$ cat src/exu_pkg.sv
package exu_pkg;

    // ********************
    // Enumeration widths.
    // ********************
    localparam int OP_CLASS_W = 3;
    localparam int ALU_OP_W   = 4;
    localparam int BR_OP_W    = 3;
    localparam int MEM_SIZE_W = 2;

    // Kind of operation carried down the pipe.
    typedef enum logic [OP_CLASS_W-1:0] {
        OP_ALU    = 3'd0,
        OP_LOAD   = 3'd1,
        OP_STORE  = 3'd2,
        OP_BRANCH = 3'd3,
        OP_JAL    = 3'd4,
        OP_JALR   = 3'd5
    } op_class_e;

    typedef enum logic [ALU_OP_W-1:0] {
        ALU_ADD  = 4'd0,
        ALU_SUB  = 4'd1,
        ALU_AND  = 4'd2,
        ALU_OR   = 4'd3,
        ALU_XOR  = 4'd4,
        ALU_SLL  = 4'd5,
        ALU_SRL  = 4'd6,
        ALU_SRA  = 4'd7,
        ALU_SLT  = 4'd8,
        ALU_SLTU = 4'd9
    } alu_op_e;

    typedef enum logic [BR_OP_W-1:0] {
        BR_BEQ  = 3'd0,
        BR_BNE  = 3'd1,
        BR_BLT  = 3'd2,
        BR_BGE  = 3'd3,
        BR_BLTU = 3'd4,
        BR_BGEU = 3'd5
    } br_op_e;

    typedef enum logic [MEM_SIZE_W-1:0] {
        MEM_BYTE = 2'd0,
        MEM_HALF = 2'd1,
        MEM_WORD = 2'd2
    } mem_size_e;

endpackage

$ cat src/exu_alu.sv
`timescale 1ns/10ps

module exu_alu import exu_pkg::*; #(
    parameter int DATA_WIDTH = 32,
    parameter int ADDR_WIDTH = 5
) (
    input  logic                  clk,
    input  logic                  rst_n,
    input  logic                  stall,
    input  logic                  in_valid,
    input  op_class_e             in_class,
    input  alu_op_e               in_alu_op,
    input  br_op_e                in_br_op,
    input  mem_size_e             in_mem_size,
    input  logic                  in_mem_sext,
    input  logic [DATA_WIDTH-1:0] in_src1,
    input  logic [DATA_WIDTH-1:0] in_src2,
    input  logic [DATA_WIDTH-1:0] in_imm,
    input  logic [DATA_WIDTH-1:0] in_pc,
    input  logic [ADDR_WIDTH-1:0] in_rd,
    output logic                  s1_valid,
    output op_class_e             s1_class,
    output logic [ADDR_WIDTH-1:0] s1_rd,
    output logic [DATA_WIDTH-1:0] s1_result,
    output logic [DATA_WIDTH-1:0] s1_store_data,
    output mem_size_e             s1_mem_size,
    output logic                  s1_mem_sext,
    output logic                  s1_jump,
    output logic [DATA_WIDTH-1:0] s1_jump_pc
);

    logic [4:0]            shamt;
    logic [DATA_WIDTH-1:0] alu_res;
    logic [DATA_WIDTH-1:0] sum_imm;
    logic [DATA_WIDTH-1:0] link;
    logic                  taken;
    logic [DATA_WIDTH-1:0] result;
    logic                  jump;
    logic [DATA_WIDTH-1:0] target;

    assign shamt   = in_src2[4:0];
    assign sum_imm = in_src1 + in_imm;
    assign link    = in_pc + DATA_WIDTH'(4);

    always_comb begin
        case (in_alu_op)
            ALU_ADD:  alu_res = in_src1 + in_src2;
            ALU_SUB:  alu_res = in_src1 - in_src2;
            ALU_AND:  alu_res = in_src1 & in_src2;
            ALU_OR:   alu_res = in_src1 | in_src2;
            ALU_XOR:  alu_res = in_src1 ^ in_src2;
            ALU_SLL:  alu_res = in_src1 << shamt;
            ALU_SRL:  alu_res = in_src1 >> shamt;
            ALU_SRA:  alu_res = $signed(in_src1) >>> shamt;
            ALU_SLT:  alu_res = DATA_WIDTH'($signed(in_src1) < $signed(in_src2));
            ALU_SLTU: alu_res = DATA_WIDTH'(in_src1 < in_src2);
            default:  alu_res = '0;
        endcase
    end

    always_comb begin
        case (in_br_op)
            BR_BEQ:  taken = (in_src1 == in_src2);
            BR_BNE:  taken = (in_src1 != in_src2);
            BR_BLT:  taken = ($signed(in_src1) < $signed(in_src2));
            BR_BGE:  taken = ($signed(in_src1) >= $signed(in_src2));
            BR_BLTU: taken = (in_src1 < in_src2);
            BR_BGEU: taken = (in_src1 >= in_src2);
            default: taken = 1'b0;
        endcase
    end

    // Memory ops carry their address in the result field.
    always_comb begin
        result = alu_res;
        jump   = 1'b0;
        target = in_pc + in_imm;
        case (in_class)
            OP_LOAD, OP_STORE: result = sum_imm;
            OP_BRANCH:         jump = taken;
            OP_JAL: begin
                result = link;
                jump   = 1'b1;
            end
            OP_JALR: begin
                result = link;
                jump   = 1'b1;
                target = sum_imm & ~DATA_WIDTH'(1);
            end
            default: ;
        endcase
    end

    always_ff @(posedge clk or negedge rst_n) begin
        if (!rst_n) begin
            s1_valid <= 1'b0;
        end else if (!stall) begin
            s1_valid <= in_valid;
        end
    end

    always_ff @(posedge clk) begin
        if (!stall && in_valid) begin
            s1_class      <= in_class;
            s1_rd         <= in_rd;
            s1_result     <= result;
            s1_store_data <= in_src2;
            s1_mem_size   <= in_mem_size;
            s1_mem_sext   <= in_mem_sext;
            s1_jump       <= jump;
            s1_jump_pc    <= target;
        end
    end

endmodule

$ cat src/exu_issue.sv
`timescale 1ns/10ps

module exu_issue import exu_pkg::*; #(
    parameter int DATA_WIDTH = 32,
    parameter int ADDR_WIDTH = 5
) (
    input  logic                  clk,
    input  logic                  rst_n,
    input  logic                  iss_req,
    input  op_class_e             op_class,
    input  alu_op_e               alu_op,
    input  br_op_e                br_op,
    input  mem_size_e             mem_size,
    input  logic                  mem_sext,
    input  logic [DATA_WIDTH-1:0] src1,
    input  logic [DATA_WIDTH-1:0] src2,
    input  logic [DATA_WIDTH-1:0] imm,
    input  logic [DATA_WIDTH-1:0] pc,
    input  logic [ADDR_WIDTH-1:0] rd,
    input  logic                  stall,
    output logic                  iss_ack,
    output logic                  in_valid,
    output op_class_e             in_class,
    output alu_op_e               in_alu_op,
    output br_op_e                in_br_op,
    output mem_size_e             in_mem_size,
    output logic                  in_mem_sext,
    output logic [DATA_WIDTH-1:0] in_src1,
    output logic [DATA_WIDTH-1:0] in_src2,
    output logic [DATA_WIDTH-1:0] in_imm,
    output logic [DATA_WIDTH-1:0] in_pc,
    output logic [ADDR_WIDTH-1:0] in_rd
);

    typedef enum logic [1:0] {
        S_IDLE,
        S_ACK,
        S_WAIT
    } state_e;

    state_e state;
    logic   accept;
    logic   pend;

    assign accept   = (state == S_IDLE) && iss_req && !stall;
    assign iss_ack  = (state != S_IDLE);
    assign in_valid = pend;

    // ********************
    // Four-phase receiver.
    // ********************
    always_ff @(posedge clk or negedge rst_n) begin
        if (!rst_n) begin
            state <= S_IDLE;
        end else begin
            case (state)
                S_IDLE: begin
                    if (accept) begin
                        state <= S_ACK;
                    end
                end
                S_ACK:   state <= iss_req ? S_WAIT : S_IDLE;
                default: begin
                    if (!iss_req) begin
                        state <= S_IDLE;
                    end
                end
            endcase
        end
    end

    // Entry stays pending until stage one is free to take it.
    always_ff @(posedge clk or negedge rst_n) begin
        if (!rst_n) begin
            pend <= 1'b0;
        end else if (accept) begin
            pend <= 1'b1;
        end else if (!stall) begin
            pend <= 1'b0;
        end
    end

    always_ff @(posedge clk) begin
        if (accept) begin
            in_class    <= op_class;
            in_alu_op   <= alu_op;
            in_br_op    <= br_op;
            in_mem_size <= mem_size;
            in_mem_sext <= mem_sext;
            in_src1     <= src1;
            in_src2     <= src2;
            in_imm      <= imm;
            in_pc       <= pc;
            in_rd       <= rd;
        end
    end

    // The source may not withdraw a request that has not been acknowledged.
    a_req_held: assert property (@(posedge clk) disable iff (!rst_n)
        iss_req && !iss_ack |=> iss_req || iss_ack);

endmodule

$ cat src/exu_lsu.sv
`timescale 1ns/10ps

module exu_lsu import exu_pkg::*; #(
    parameter int DATA_WIDTH = 32,
    parameter int ADDR_WIDTH = 5,
    parameter int DMEM_WORDS = 64
) (
    input  logic                  clk,
    input  logic                  rst_n,
    input  logic                  stall,
    input  logic                  s1_valid,
    input  op_class_e             s1_class,
    input  logic [ADDR_WIDTH-1:0] s1_rd,
    input  logic [DATA_WIDTH-1:0] s1_result,
    input  logic [DATA_WIDTH-1:0] s1_store_data,
    input  mem_size_e             s1_mem_size,
    input  logic                  s1_mem_sext,
    input  logic                  s1_jump,
    input  logic [DATA_WIDTH-1:0] s1_jump_pc,
    output logic                  s2_valid,
    output op_class_e             s2_class,
    output logic [ADDR_WIDTH-1:0] s2_rd,
    output logic [DATA_WIDTH-1:0] s2_data,
    output logic                  s2_jump,
    output logic [DATA_WIDTH-1:0] s2_jump_pc
);

    localparam int NB    = DATA_WIDTH / 8;
    localparam int OFF_W = $clog2(NB);
    localparam int IDX_W = $clog2(DMEM_WORDS);

    logic [DATA_WIDTH-1:0] mem [DMEM_WORDS];

    logic [OFF_W-1:0]      off;
    logic [IDX_W-1:0]      idx;
    logic                  st_en;
    logic [NB-1:0]         be;
    logic [DATA_WIDTH-1:0] wdata;
    logic [DATA_WIDTH-1:0] lane;
    logic [DATA_WIDTH-1:0] ld_data;

    assign off   = s1_result[OFF_W-1:0];
    assign idx   = s1_result[OFF_W +: IDX_W];
    assign st_en = s1_valid && !stall && (s1_class == OP_STORE);

    // ********************
    // Store lane merge.
    // ********************
    always_comb begin
        case (s1_mem_size)
            MEM_BYTE: begin
                be    = NB'(1) << off;
                wdata = {NB{s1_store_data[7:0]}};
            end
            MEM_HALF: begin
                be    = NB'(3) << off;
                wdata = {(NB/2){s1_store_data[15:0]}};
            end
            default: begin
                be    = '1;
                wdata = s1_store_data;
            end
        endcase
    end

    always_ff @(posedge clk) begin
        if (st_en) begin
            for (int i = 0; i < NB; i++) begin
                if (be[i]) begin
                    mem[idx][8*i +: 8] <= wdata[8*i +: 8];
                end
            end
        end
    end

    // Addressed byte or half lands in the low bits.
    always_comb begin
        lane = mem[idx] >> {off, 3'b000};
        case (s1_mem_size)
            MEM_BYTE: ld_data = {{(DATA_WIDTH-8){s1_mem_sext & lane[7]}}, lane[7:0]};
            MEM_HALF: ld_data = {{(DATA_WIDTH-16){s1_mem_sext & lane[15]}}, lane[15:0]};
            default:  ld_data = lane;
        endcase
    end

    always_ff @(posedge clk or negedge rst_n) begin
        if (!rst_n) begin
            s2_valid <= 1'b0;
        end else if (!stall) begin
            s2_valid <= s1_valid;
        end
    end

    always_ff @(posedge clk) begin
        if (!stall && s1_valid) begin
            s2_class   <= s1_class;
            s2_rd      <= s1_rd;
            s2_data    <= (s1_class == OP_LOAD) ? ld_data : s1_result;
            s2_jump    <= s1_jump;
            s2_jump_pc <= s1_jump_pc;
        end
    end

    // Issued addresses must be naturally aligned for their size.
    a_aligned: assert property (@(posedge clk) disable iff (!rst_n)
        s1_valid && (s1_class inside {OP_LOAD, OP_STORE}) |->
            ((s1_mem_size != MEM_HALF) || !s1_result[0]) &&
            ((s1_mem_size != MEM_WORD) || (s1_result[1:0] == 2'b00)));

endmodule

$ cat src/exu_top.sv
`timescale 1ns/10ps

module exu_top import exu_pkg::*; #(
    parameter int DATA_WIDTH = 32,
    parameter int ADDR_WIDTH = 5,
    parameter int DMEM_WORDS = 64
) (
    input  logic                  clk,
    input  logic                  rst_n,
    input  logic                  iss_req,
    input  op_class_e             op_class,
    input  alu_op_e               alu_op,
    input  br_op_e                br_op,
    input  mem_size_e             mem_size,
    input  logic                  mem_sext,
    input  logic [DATA_WIDTH-1:0] src1,
    input  logic [DATA_WIDTH-1:0] src2,
    input  logic [DATA_WIDTH-1:0] imm,
    input  logic [DATA_WIDTH-1:0] pc,
    input  logic [ADDR_WIDTH-1:0] rd,
    output logic                  iss_ack,
    output logic                  res_req,
    output logic                  res_rd_wen,
    output logic [ADDR_WIDTH-1:0] res_rd_addr,
    output logic [DATA_WIDTH-1:0] res_rd_data,
    output logic                  res_jump,
    output logic [DATA_WIDTH-1:0] res_jump_pc,
    input  logic                  res_ack
);

    logic                  stall;

    logic                  in_valid;
    op_class_e             in_class;
    alu_op_e               in_alu_op;
    br_op_e                in_br_op;
    mem_size_e             in_mem_size;
    logic                  in_mem_sext;
    logic [DATA_WIDTH-1:0] in_src1;
    logic [DATA_WIDTH-1:0] in_src2;
    logic [DATA_WIDTH-1:0] in_imm;
    logic [DATA_WIDTH-1:0] in_pc;
    logic [ADDR_WIDTH-1:0] in_rd;

    logic                  s1_valid;
    op_class_e             s1_class;
    logic [ADDR_WIDTH-1:0] s1_rd;
    logic [DATA_WIDTH-1:0] s1_result;
    logic [DATA_WIDTH-1:0] s1_store_data;
    mem_size_e             s1_mem_size;
    logic                  s1_mem_sext;
    logic                  s1_jump;
    logic [DATA_WIDTH-1:0] s1_jump_pc;

    logic                  s2_valid;
    op_class_e             s2_class;
    logic [ADDR_WIDTH-1:0] s2_rd;
    logic [DATA_WIDTH-1:0] s2_data;
    logic                  s2_jump;
    logic [DATA_WIDTH-1:0] s2_jump_pc;

    exu_issue #(
        .DATA_WIDTH (DATA_WIDTH),
        .ADDR_WIDTH (ADDR_WIDTH)
    ) u_issue (
        .clk         (clk),
        .rst_n       (rst_n),
        .iss_req     (iss_req),
        .op_class    (op_class),
        .alu_op      (alu_op),
        .br_op       (br_op),
        .mem_size    (mem_size),
        .mem_sext    (mem_sext),
        .src1        (src1),
        .src2        (src2),
        .imm         (imm),
        .pc          (pc),
        .rd          (rd),
        .stall       (stall),
        .iss_ack     (iss_ack),
        .in_valid    (in_valid),
        .in_class    (in_class),
        .in_alu_op   (in_alu_op),
        .in_br_op    (in_br_op),
        .in_mem_size (in_mem_size),
        .in_mem_sext (in_mem_sext),
        .in_src1     (in_src1),
        .in_src2     (in_src2),
        .in_imm      (in_imm),
        .in_pc       (in_pc),
        .in_rd       (in_rd)
    );

    exu_alu #(
        .DATA_WIDTH (DATA_WIDTH),
        .ADDR_WIDTH (ADDR_WIDTH)
    ) u_alu (
        .clk           (clk),
        .rst_n         (rst_n),
        .stall         (stall),
        .in_valid      (in_valid),
        .in_class      (in_class),
        .in_alu_op     (in_alu_op),
        .in_br_op      (in_br_op),
        .in_mem_size   (in_mem_size),
        .in_mem_sext   (in_mem_sext),
        .in_src1       (in_src1),
        .in_src2       (in_src2),
        .in_imm        (in_imm),
        .in_pc         (in_pc),
        .in_rd         (in_rd),
        .s1_valid      (s1_valid),
        .s1_class      (s1_class),
        .s1_rd         (s1_rd),
        .s1_result     (s1_result),
        .s1_store_data (s1_store_data),
        .s1_mem_size   (s1_mem_size),
        .s1_mem_sext   (s1_mem_sext),
        .s1_jump       (s1_jump),
        .s1_jump_pc    (s1_jump_pc)
    );

    exu_lsu #(
        .DATA_WIDTH (DATA_WIDTH),
        .ADDR_WIDTH (ADDR_WIDTH),
        .DMEM_WORDS (DMEM_WORDS)
    ) u_lsu (
        .clk           (clk),
        .rst_n         (rst_n),
        .stall         (stall),
        .s1_valid      (s1_valid),
        .s1_class      (s1_class),
        .s1_rd         (s1_rd),
        .s1_result     (s1_result),
        .s1_store_data (s1_store_data),
        .s1_mem_size   (s1_mem_size),
        .s1_mem_sext   (s1_mem_sext),
        .s1_jump       (s1_jump),
        .s1_jump_pc    (s1_jump_pc),
        .s2_valid      (s2_valid),
        .s2_class      (s2_class),
        .s2_rd         (s2_rd),
        .s2_data       (s2_data),
        .s2_jump       (s2_jump),
        .s2_jump_pc    (s2_jump_pc)
    );

    exu_wb #(
        .DATA_WIDTH (DATA_WIDTH),
        .ADDR_WIDTH (ADDR_WIDTH)
    ) u_wb (
        .clk         (clk),
        .rst_n       (rst_n),
        .s2_valid    (s2_valid),
        .s2_class    (s2_class),
        .s2_rd       (s2_rd),
        .s2_data     (s2_data),
        .s2_jump     (s2_jump),
        .s2_jump_pc  (s2_jump_pc),
        .res_ack     (res_ack),
        .stall       (stall),
        .res_req     (res_req),
        .res_rd_wen  (res_rd_wen),
        .res_rd_addr (res_rd_addr),
        .res_rd_data (res_rd_data),
        .res_jump    (res_jump),
        .res_jump_pc (res_jump_pc)
    );

endmodule

$ cat src/exu_wb.sv
`timescale 1ns/10ps

module exu_wb import exu_pkg::*; #(
    parameter int DATA_WIDTH = 32,
    parameter int ADDR_WIDTH = 5
) (
    input  logic                  clk,
    input  logic                  rst_n,
    input  logic                  s2_valid,
    input  op_class_e             s2_class,
    input  logic [ADDR_WIDTH-1:0] s2_rd,
    input  logic [DATA_WIDTH-1:0] s2_data,
    input  logic                  s2_jump,
    input  logic [DATA_WIDTH-1:0] s2_jump_pc,
    input  logic                  res_ack,
    output logic                  stall,
    output logic                  res_req,
    output logic                  res_rd_wen,
    output logic [ADDR_WIDTH-1:0] res_rd_addr,
    output logic [DATA_WIDTH-1:0] res_rd_data,
    output logic                  res_jump,
    output logic [DATA_WIDTH-1:0] res_jump_pc
);

    logic wen;

    // x0 is never written.
    assign wen = (s2_class inside {OP_ALU, OP_LOAD, OP_JAL, OP_JALR}) && (s2_rd != '0);

    // Hold the pipe until ack has come and gone.
    assign stall = res_req | res_ack;

    always_ff @(posedge clk or negedge rst_n) begin
        if (!rst_n) begin
            res_req <= 1'b0;
        end else if (res_req && res_ack) begin
            res_req <= 1'b0;
        end else if (!stall) begin
            res_req <= s2_valid;
        end
    end

    always_ff @(posedge clk) begin
        if (!stall && s2_valid) begin
            res_rd_wen  <= wen;
            res_rd_addr <= wen ? s2_rd : '0;
            res_rd_data <= wen ? s2_data : '0;
            res_jump    <= s2_jump;
            res_jump_pc <= s2_jump ? s2_jump_pc : '0;
        end
    end

    a_res_stable: assert property (@(posedge clk) disable iff (!rst_n)
        res_req |=> !res_req ||
            $stable({res_rd_wen, res_rd_addr, res_rd_data, res_jump, res_jump_pc}));

endmodule

$ cat config.mk
export PLATFORM = sky130hd
export DESIGN_NAME = exu_top
export DESIGN_NICKNAME = d
export VERILOG_FILES = /design/src/exu_pkg.sv /design/src/exu_alu.sv /design/src/exu_issue.sv /design/src/exu_lsu.sv /design/src/exu_top.sv /design/src/exu_wb.sv
export SDC_FILE = /design/constraint.sdc
export NUM_CORES = 2
export LEC_CHECK = 0
export BUFFER_PORTS_ARGS = -buffer_cell sky130_fd_sc_hd__buf_4
export CAP_MARGIN = 10
export CORE_MARGIN = 2
export CORE_UTILIZATION = 63
export DETAILED_ROUTE_END_ITERATION = 10
export HOLD_SLACK_MARGIN = 0.05
export PLACE_DENSITY_LB_ADDON = 0.05
export SYNTH_ARGS = -nofsm -noshare
export SYNTH_HDL_FRONTEND = slang
export SYNTH_SLANG_ARGS = --single-unit
$ cat constraint.sdc
create_clock -name clk -period 6.5 [get_ports clk]
set_input_delay 1.625 -clock clk [delete_from_list [all_inputs] [get_ports clk]]
set_output_delay 1.625 -clock clk [all_outputs]
set_load 0.01 [all_outputs]
---- After elaboration in Yosys (flattened, before gate mapping) ----
Memory sizes are Yosys's and may differ from the RTL's. A register that Yosys moved wholly into a read port is not among the register bits.
Index checks and enable logic that the tools add are counted.
word-level totals
  bits in registers ....................... 404
  memories kept ........................... 1
  bits in writable memories ............... 2048
  output and inout port bits .............. 73
  word-level logic and storage cells ...... 138
  input bits .............................. 150
cells by class
  add/sub/neg operators ................... 5
  multiplexer cells ....................... 30
  shift-type cells ........................ 6
  bitwise gates (word level) .............. 6
  reduce and logical (&&, ||, !) cells .... 20
  $lt $le $gt $ge ......................... 4
  eq/ne operators ......................... 32
memories
  memory     depth  width  rd ports  clocked after Yosys merged registers in  wr ports  line           text
  u_lsu.mem  64     32     1         1                                        1         exu_lsu.sv:32  logic [DATA_WIDTH-1:0] mem [DMEM_WORDS];
operator list
  cell                                                 number
  one-hot mux 32 bit (10 select lines)                 1
  one-hot mux 32 bit (2 select lines)                  3
  adder 32 bit                                         3
  greater-or-equal comparator 32 bit                   2
  < comparator 32 bit                                  2
  two-way mux 32 bit                                   2
  >> shifter 32 x 5 -> 32 bit                          2
  adder 32 x 3 -> 32 bit, second input constant        1
  bitwise AND 32 bit                                   1
  equality test 32 bit                                 1
  != test 32 bit                                       1
  OR 32 bit                                            1
  << shifter 32 x 5 -> 32 bit                          1
  >>> shifter 32 x 5 -> 32 bit                         1
  subtractor 32 bit                                    1
  XOR 32 bit                                           1
  equality test 3 bit, second input constant           6
  equality test 4 x 3 -> 1 bit, second input constant  4
  two-way mux 1 bit                                    16
  equality test 3 x 2 -> 1 bit, second input constant  5
  equality test 3 x 1 -> 1 bit, second input constant  4
  equality test 4 x 2 -> 1 bit, second input constant  2
  equality test 4 bit, second input constant           2
  logical AND 1 bit                                    8
  24 further kinds                                     32

---- Logic depth before layout (Yosys ltp) ----
  depth after elaboration ................. 6
  depth in mapped cells ................... 18
  mapped depth without buffers ............ 14

---- Modules after synthesis ----
From an unflattened synthesis, not the netlist that was laid out.
unflattened totals
  cells, all modules ...................... 7024
  area total of the unflattened synthesis .. 105906.6 µm²
modules (own cells, without submodules)
  module     cells each  area an instance (µm²)  instances  sequential area each (µm²)
  exu_lsu    4664        82151.3                 1          63716.1
  exu_alu    2008        16329.4                 1          3268.1
  exu_issue  154         4513.1                  1          4459.3
  exu_wb     198         2912.8                  1          2157.1

---- Worst setup path before layout ----
Ideal clock, no wire load.
  kind .................................... in2reg
  start point ............................. input res_ack
  end point ............................... register u_issue.in_alu_op[0] (enable)
  buffers on the path ..................... 0
  data arrival time ....................... 5.302 ns
  library setup time ...................... 0.525 ns
  data required time ...................... 5.975 ns
  setup slack ............................. 0.673 ns
  cell stages on the path ................. 3
  path through ............................ inv_1 -> ha_1 -> and3_1
between the ends
  longest elaborated chain between the ends .. 3
RTL lines
  what                      line             text
  start: declaration        exu_top.sv:28    input logic res_ack
  OR 1 bit                  exu_wb.sv:31     assign stall = res_req | res_ack;
  logical NOT 1 bit         -
  logical AND 1 bit         exu_issue.sv:45  assign accept = (state == S_IDLE) && iss_req && !stall;
  named net u_issue.accept  exu_issue.sv:42  logic accept;
  end signal: assignment    exu_issue.sv:86  in_alu_op <= alu_op;
  end: declaration          exu_issue.sv:24  output alu_op_e in_alu_op,
The timed path passes the listed nets, and every way through them passes these cells.
A chain may end at the register's enable or synchronous reset.

==> flow_metrics.py <==
metrics = {
    "floorplan": {
        "rows": 150,
        "fp.dieW_um": 415,
        "coreArea_sq_um": 167000,
        "initial_core_util": 0.636,
        "die_h_um": 415,
        "io_pins": 223,
        "die_area_sq_um": 172000,
    },
    "final_layout": {
        "fillers": 10497,
        "final_area_sq_um": 118000,
        "finalNetCount": 6598,
        "area_growth_pct": 10.9,
        "drive_gt1_frac": 0.220,
        "instances_no_fill": 8695,
    },
    "timing": {
        "tightestPinTransition_ps": 1500,
        "hold_viol_final": 0,
        "min_period_ps": 5190,
        "drv_slew": 1,
        "clock_skew_ps": 75.0,
        "period_share": 0.799,
        "fmax_mhz": 193,
        "setup_tns_ps": 0,
        "setup_viol": 0,
        "max_slew_margin": -0.000554,
        "rsz0062_at_grt": "no",
    },
    "detailed_routing": {
        "wl_per_cell_um": 35.0,
        "ant_nets": 0,
        "drc": 0,
        "met1_length_mm": 118,
        "vias": 60538,
        "wl_met3_mm": 35.4,
        "routed_wl_mm": 304,
        "top_layer_used": "met5",
        "wl_met2_mm": 138,
        "drt_pre_antenna_iters": 10,
        "drtIter0Drc": 9090,
        "post_drt_via_cell_ratio": 6.96,
    },
    "critical_path": {
        "endpoint": "u_lsu.s2_data[19]",
        "worstPathRequired_ps": 7100,
        "rr_worst_depth": 11,
        "critical-path-slowest-cell": "dfxtp_4",
        "setup.worst_path.class": "reg -> reg",
        "r2r_setup_slack_ps": 1310,
        "end_kind": "flip-flop",
        "slowest_delay_ps": 850,
        "timing.rr.end": "u_lsu.s2_data[19]",
        "crit_chain": "buf_12 -> mux4_1 -> nor2b_1 -> o31a_1 -> o311ai_0 -> nor2_1 -> o21ai_0 -> o221a_2 -> o21a_4 -> o31ai_2 -> o22a_1",
        "start_kind": "flip-flop",
        "cp.arrival_ps": 5800,
        "path_max_fanout": 31,
    },
    "run": {
        "drv_cap": 1,
    },
    "place": {
        "io_buffers": 222,
        "dpl_cell_area_sq_um": 111000,
        "dp_hpwl_mm": 203,
        "place_inst": 8250,
        "place_congestion": 1.00,
    },
    "outcome": {
        "violations": "capacitance limit, slew limit",
        "status": "finished, violations left",
    },
    "worst_hold_path": {
        "worstHoldStart": "u_alu.s1_jump_pc[0]",
        "min_path_type": "reg -> reg",
    },
    "synthesis": {
        "seq_area_frac_synth": 0.692,
        "ys.flop_type": "edfxtp_1",
        "netlist.top_cell.by_area": "edfxtp_1",
        "yosys.cell_count.top_type": "edfxtp_1",
        "syn_area_sq_um": 106000,
        "syn_inst": 6028,
        "async_flop_share": 0.00244,
        "synth_enable_flop_cells": 2444,
        "ys_ff_latch": 2456,
        "synth_top_area_share": 0.690,
        "synth_nets": 6344,
        "synth_cell_types": 89,
        "syn_avg_cell_area_sq_um": 17.7,
        "ys.warnings.count": 0,
        "synth.area.top_cells": "edfxtp_1 69%, mux4_2 14%, ha_1 1.9%, nor2_1 1.8%, mux2i_1 1.3%",
        "ys_top_cells_by_count": "2444 x edfxtp_1, 638 x mux4_2, 509 x nor2_1",
    },
    "clock_network": {
        "ctsHoldBuffers": 0,
        "clkSinkCount": 2456,
        "insertion_delay_ps": 920,
        "post_cts_buffers": 0,
        "numCtsBuffers": 232,
        "clock_path_buffers": 3,
        "cts_tree": "built",
        "cts_root_buffer": "clkbuf_16",
        "clk_pin_slew_worst_paths_ps": 60,
        "htreeDepth": 4,
        "ctsResizeCount": 0,
    },
    "grt": {
        "antenna_found_initial": 30,
        "grt_pass1_wl_mm": 431,
        "overflow": 0,
        "grt_pass1_vias": 58288,
        "grt_max_degree": 96,
        "grtUsageTotal": 0.355,
    },
    "power": {
        "p_per_area_nw_per_um2": 350,
        "p_sw_uw": 12000,
        "ir_drop_uv": 364,
        "p_comb_frac": 0.219,
        "clockPowerShare": 0.322,
        "seqPwrFrac": 0.459,
        "power.leakage_uw": 0.0385,
        "p_int_uw": 29300,
        "switching_share": 0.291,
        "total_power_uw": 41300,
    },
}
layout make-up:
class / instances / area, sq um / area share
Tap cell: 2204 / 2760 / 0.0234
Multi-Input combinational cell: 3099 / 30700 / 0.260
Antenna cell: 12 / 30.0 / 0.000254
Clock inverter: 138 / 1340 / 0.0113
Inverter: 132 / 498 / 0.00422
Sequential cell: 2456 / 73700 / 0.624
Clock buffer: 293 / 6100 / 0.0516
Timing Repair Buffer: 361 / 2960 / 0.0251
routing by layer:
metal,global-route usage,vias to the layer above
met5,0.0147,-
met4,0.135,17
met3,0.0867,645
met2,0.523,3788
met1,0.522,31232
li1,-,24856
state kept, by name, indices dropped and copies added (netlist names), 32 cells and up, named ones only:
signal,cells
u_lsu.mem,2048
u_alu.s1_jump_pc,32
u_alu.s1_result,32
u_alu.s1_store_data,32
u_issue.in_imm,32
u_issue.in_pc,32
u_issue.in_src1,32
u_issue.in_src2,32
u_lsu.s2_data,32
u_lsu.s2_jump_pc,32
u_wb.res_jump_pc,32
u_wb.res_rd_data,32
worst max-delay path, delay by kind of cell, from the launching register on:
| family | cells | cell delay [ps] |
|---|---|---|
| AO/OA/AOI/OAI | 7 | 2840 |
| buffers and inverters | 1 | 330 |
| multiplexers | 1 | 590 |
| flip-flops | 1 | 850 |
| AND/OR/NAND/NOR | 2 | 240 |
worst min-delay path by stage:
stage	end	slack [ps]	cells past startpoint
final	u_lsu.s2_jump_pc[0]	390	0
after global routing	u_lsu.s2_jump_pc[2]	410	0
after CTS	u_lsu.s2_jump_pc[0]	400	0
after detailed placement	u_lsu.s2_jump_pc[0]	400	0
after global placement	u_lsu.s2_jump_pc[8]	400	0
after floorplan	u_alu.s1_mem_sext	400	0
power by group through the flow:
stage          clock network (uW)  registers, uW  logic, uW
6_report                    13300          18900       9050
5_1_grt                     14000          19000       9420
4_1_cts                     13400          18900       8930
3_5_place_dp                    0          19300       8890
3_3_place_gp                    0          19300       8800
2_1_floorplan                   0          19000       5770
cell families after synthesis:
family / share of synthesized area
AO/OA/AOI/OAI: 0.0537
XOR/XNOR: 0.00897
adder cells (fa/ha/maj): 0.0198
buffers and inverters: 0.0208
flip-flops: 0.692
multiplexers: 0.157
AND/OR/NAND/NOR: 0.0472
layout by cell type, fill, tap and decap left out, drive strengths merged, types with 62 or more instances in the layout:
cell type,Yosys,routed
nand2,257,257
a21oi,226,226
xnor2,72,72
o21ai,176,176
buf,148,360
inv,129,135
nor2,509,509
mux4,656,656
clkbuf,193,294
clkinv,3,110
a211oi,62,62
and2,77,77
mux2i,139,139
edfxtp,2444,2444
ha,162,162
stage by stage:
step	utilization	hold WS (ps)	setup slack, ps
floorplan	-	400	673
global placement	0.660	403	1380
detailed placement	0.660	405	1360
CTS	0.705	396	1320
global route	0.705	415	1130
finish	0.705	393	1310
Power figures use the tool's default switching activity.
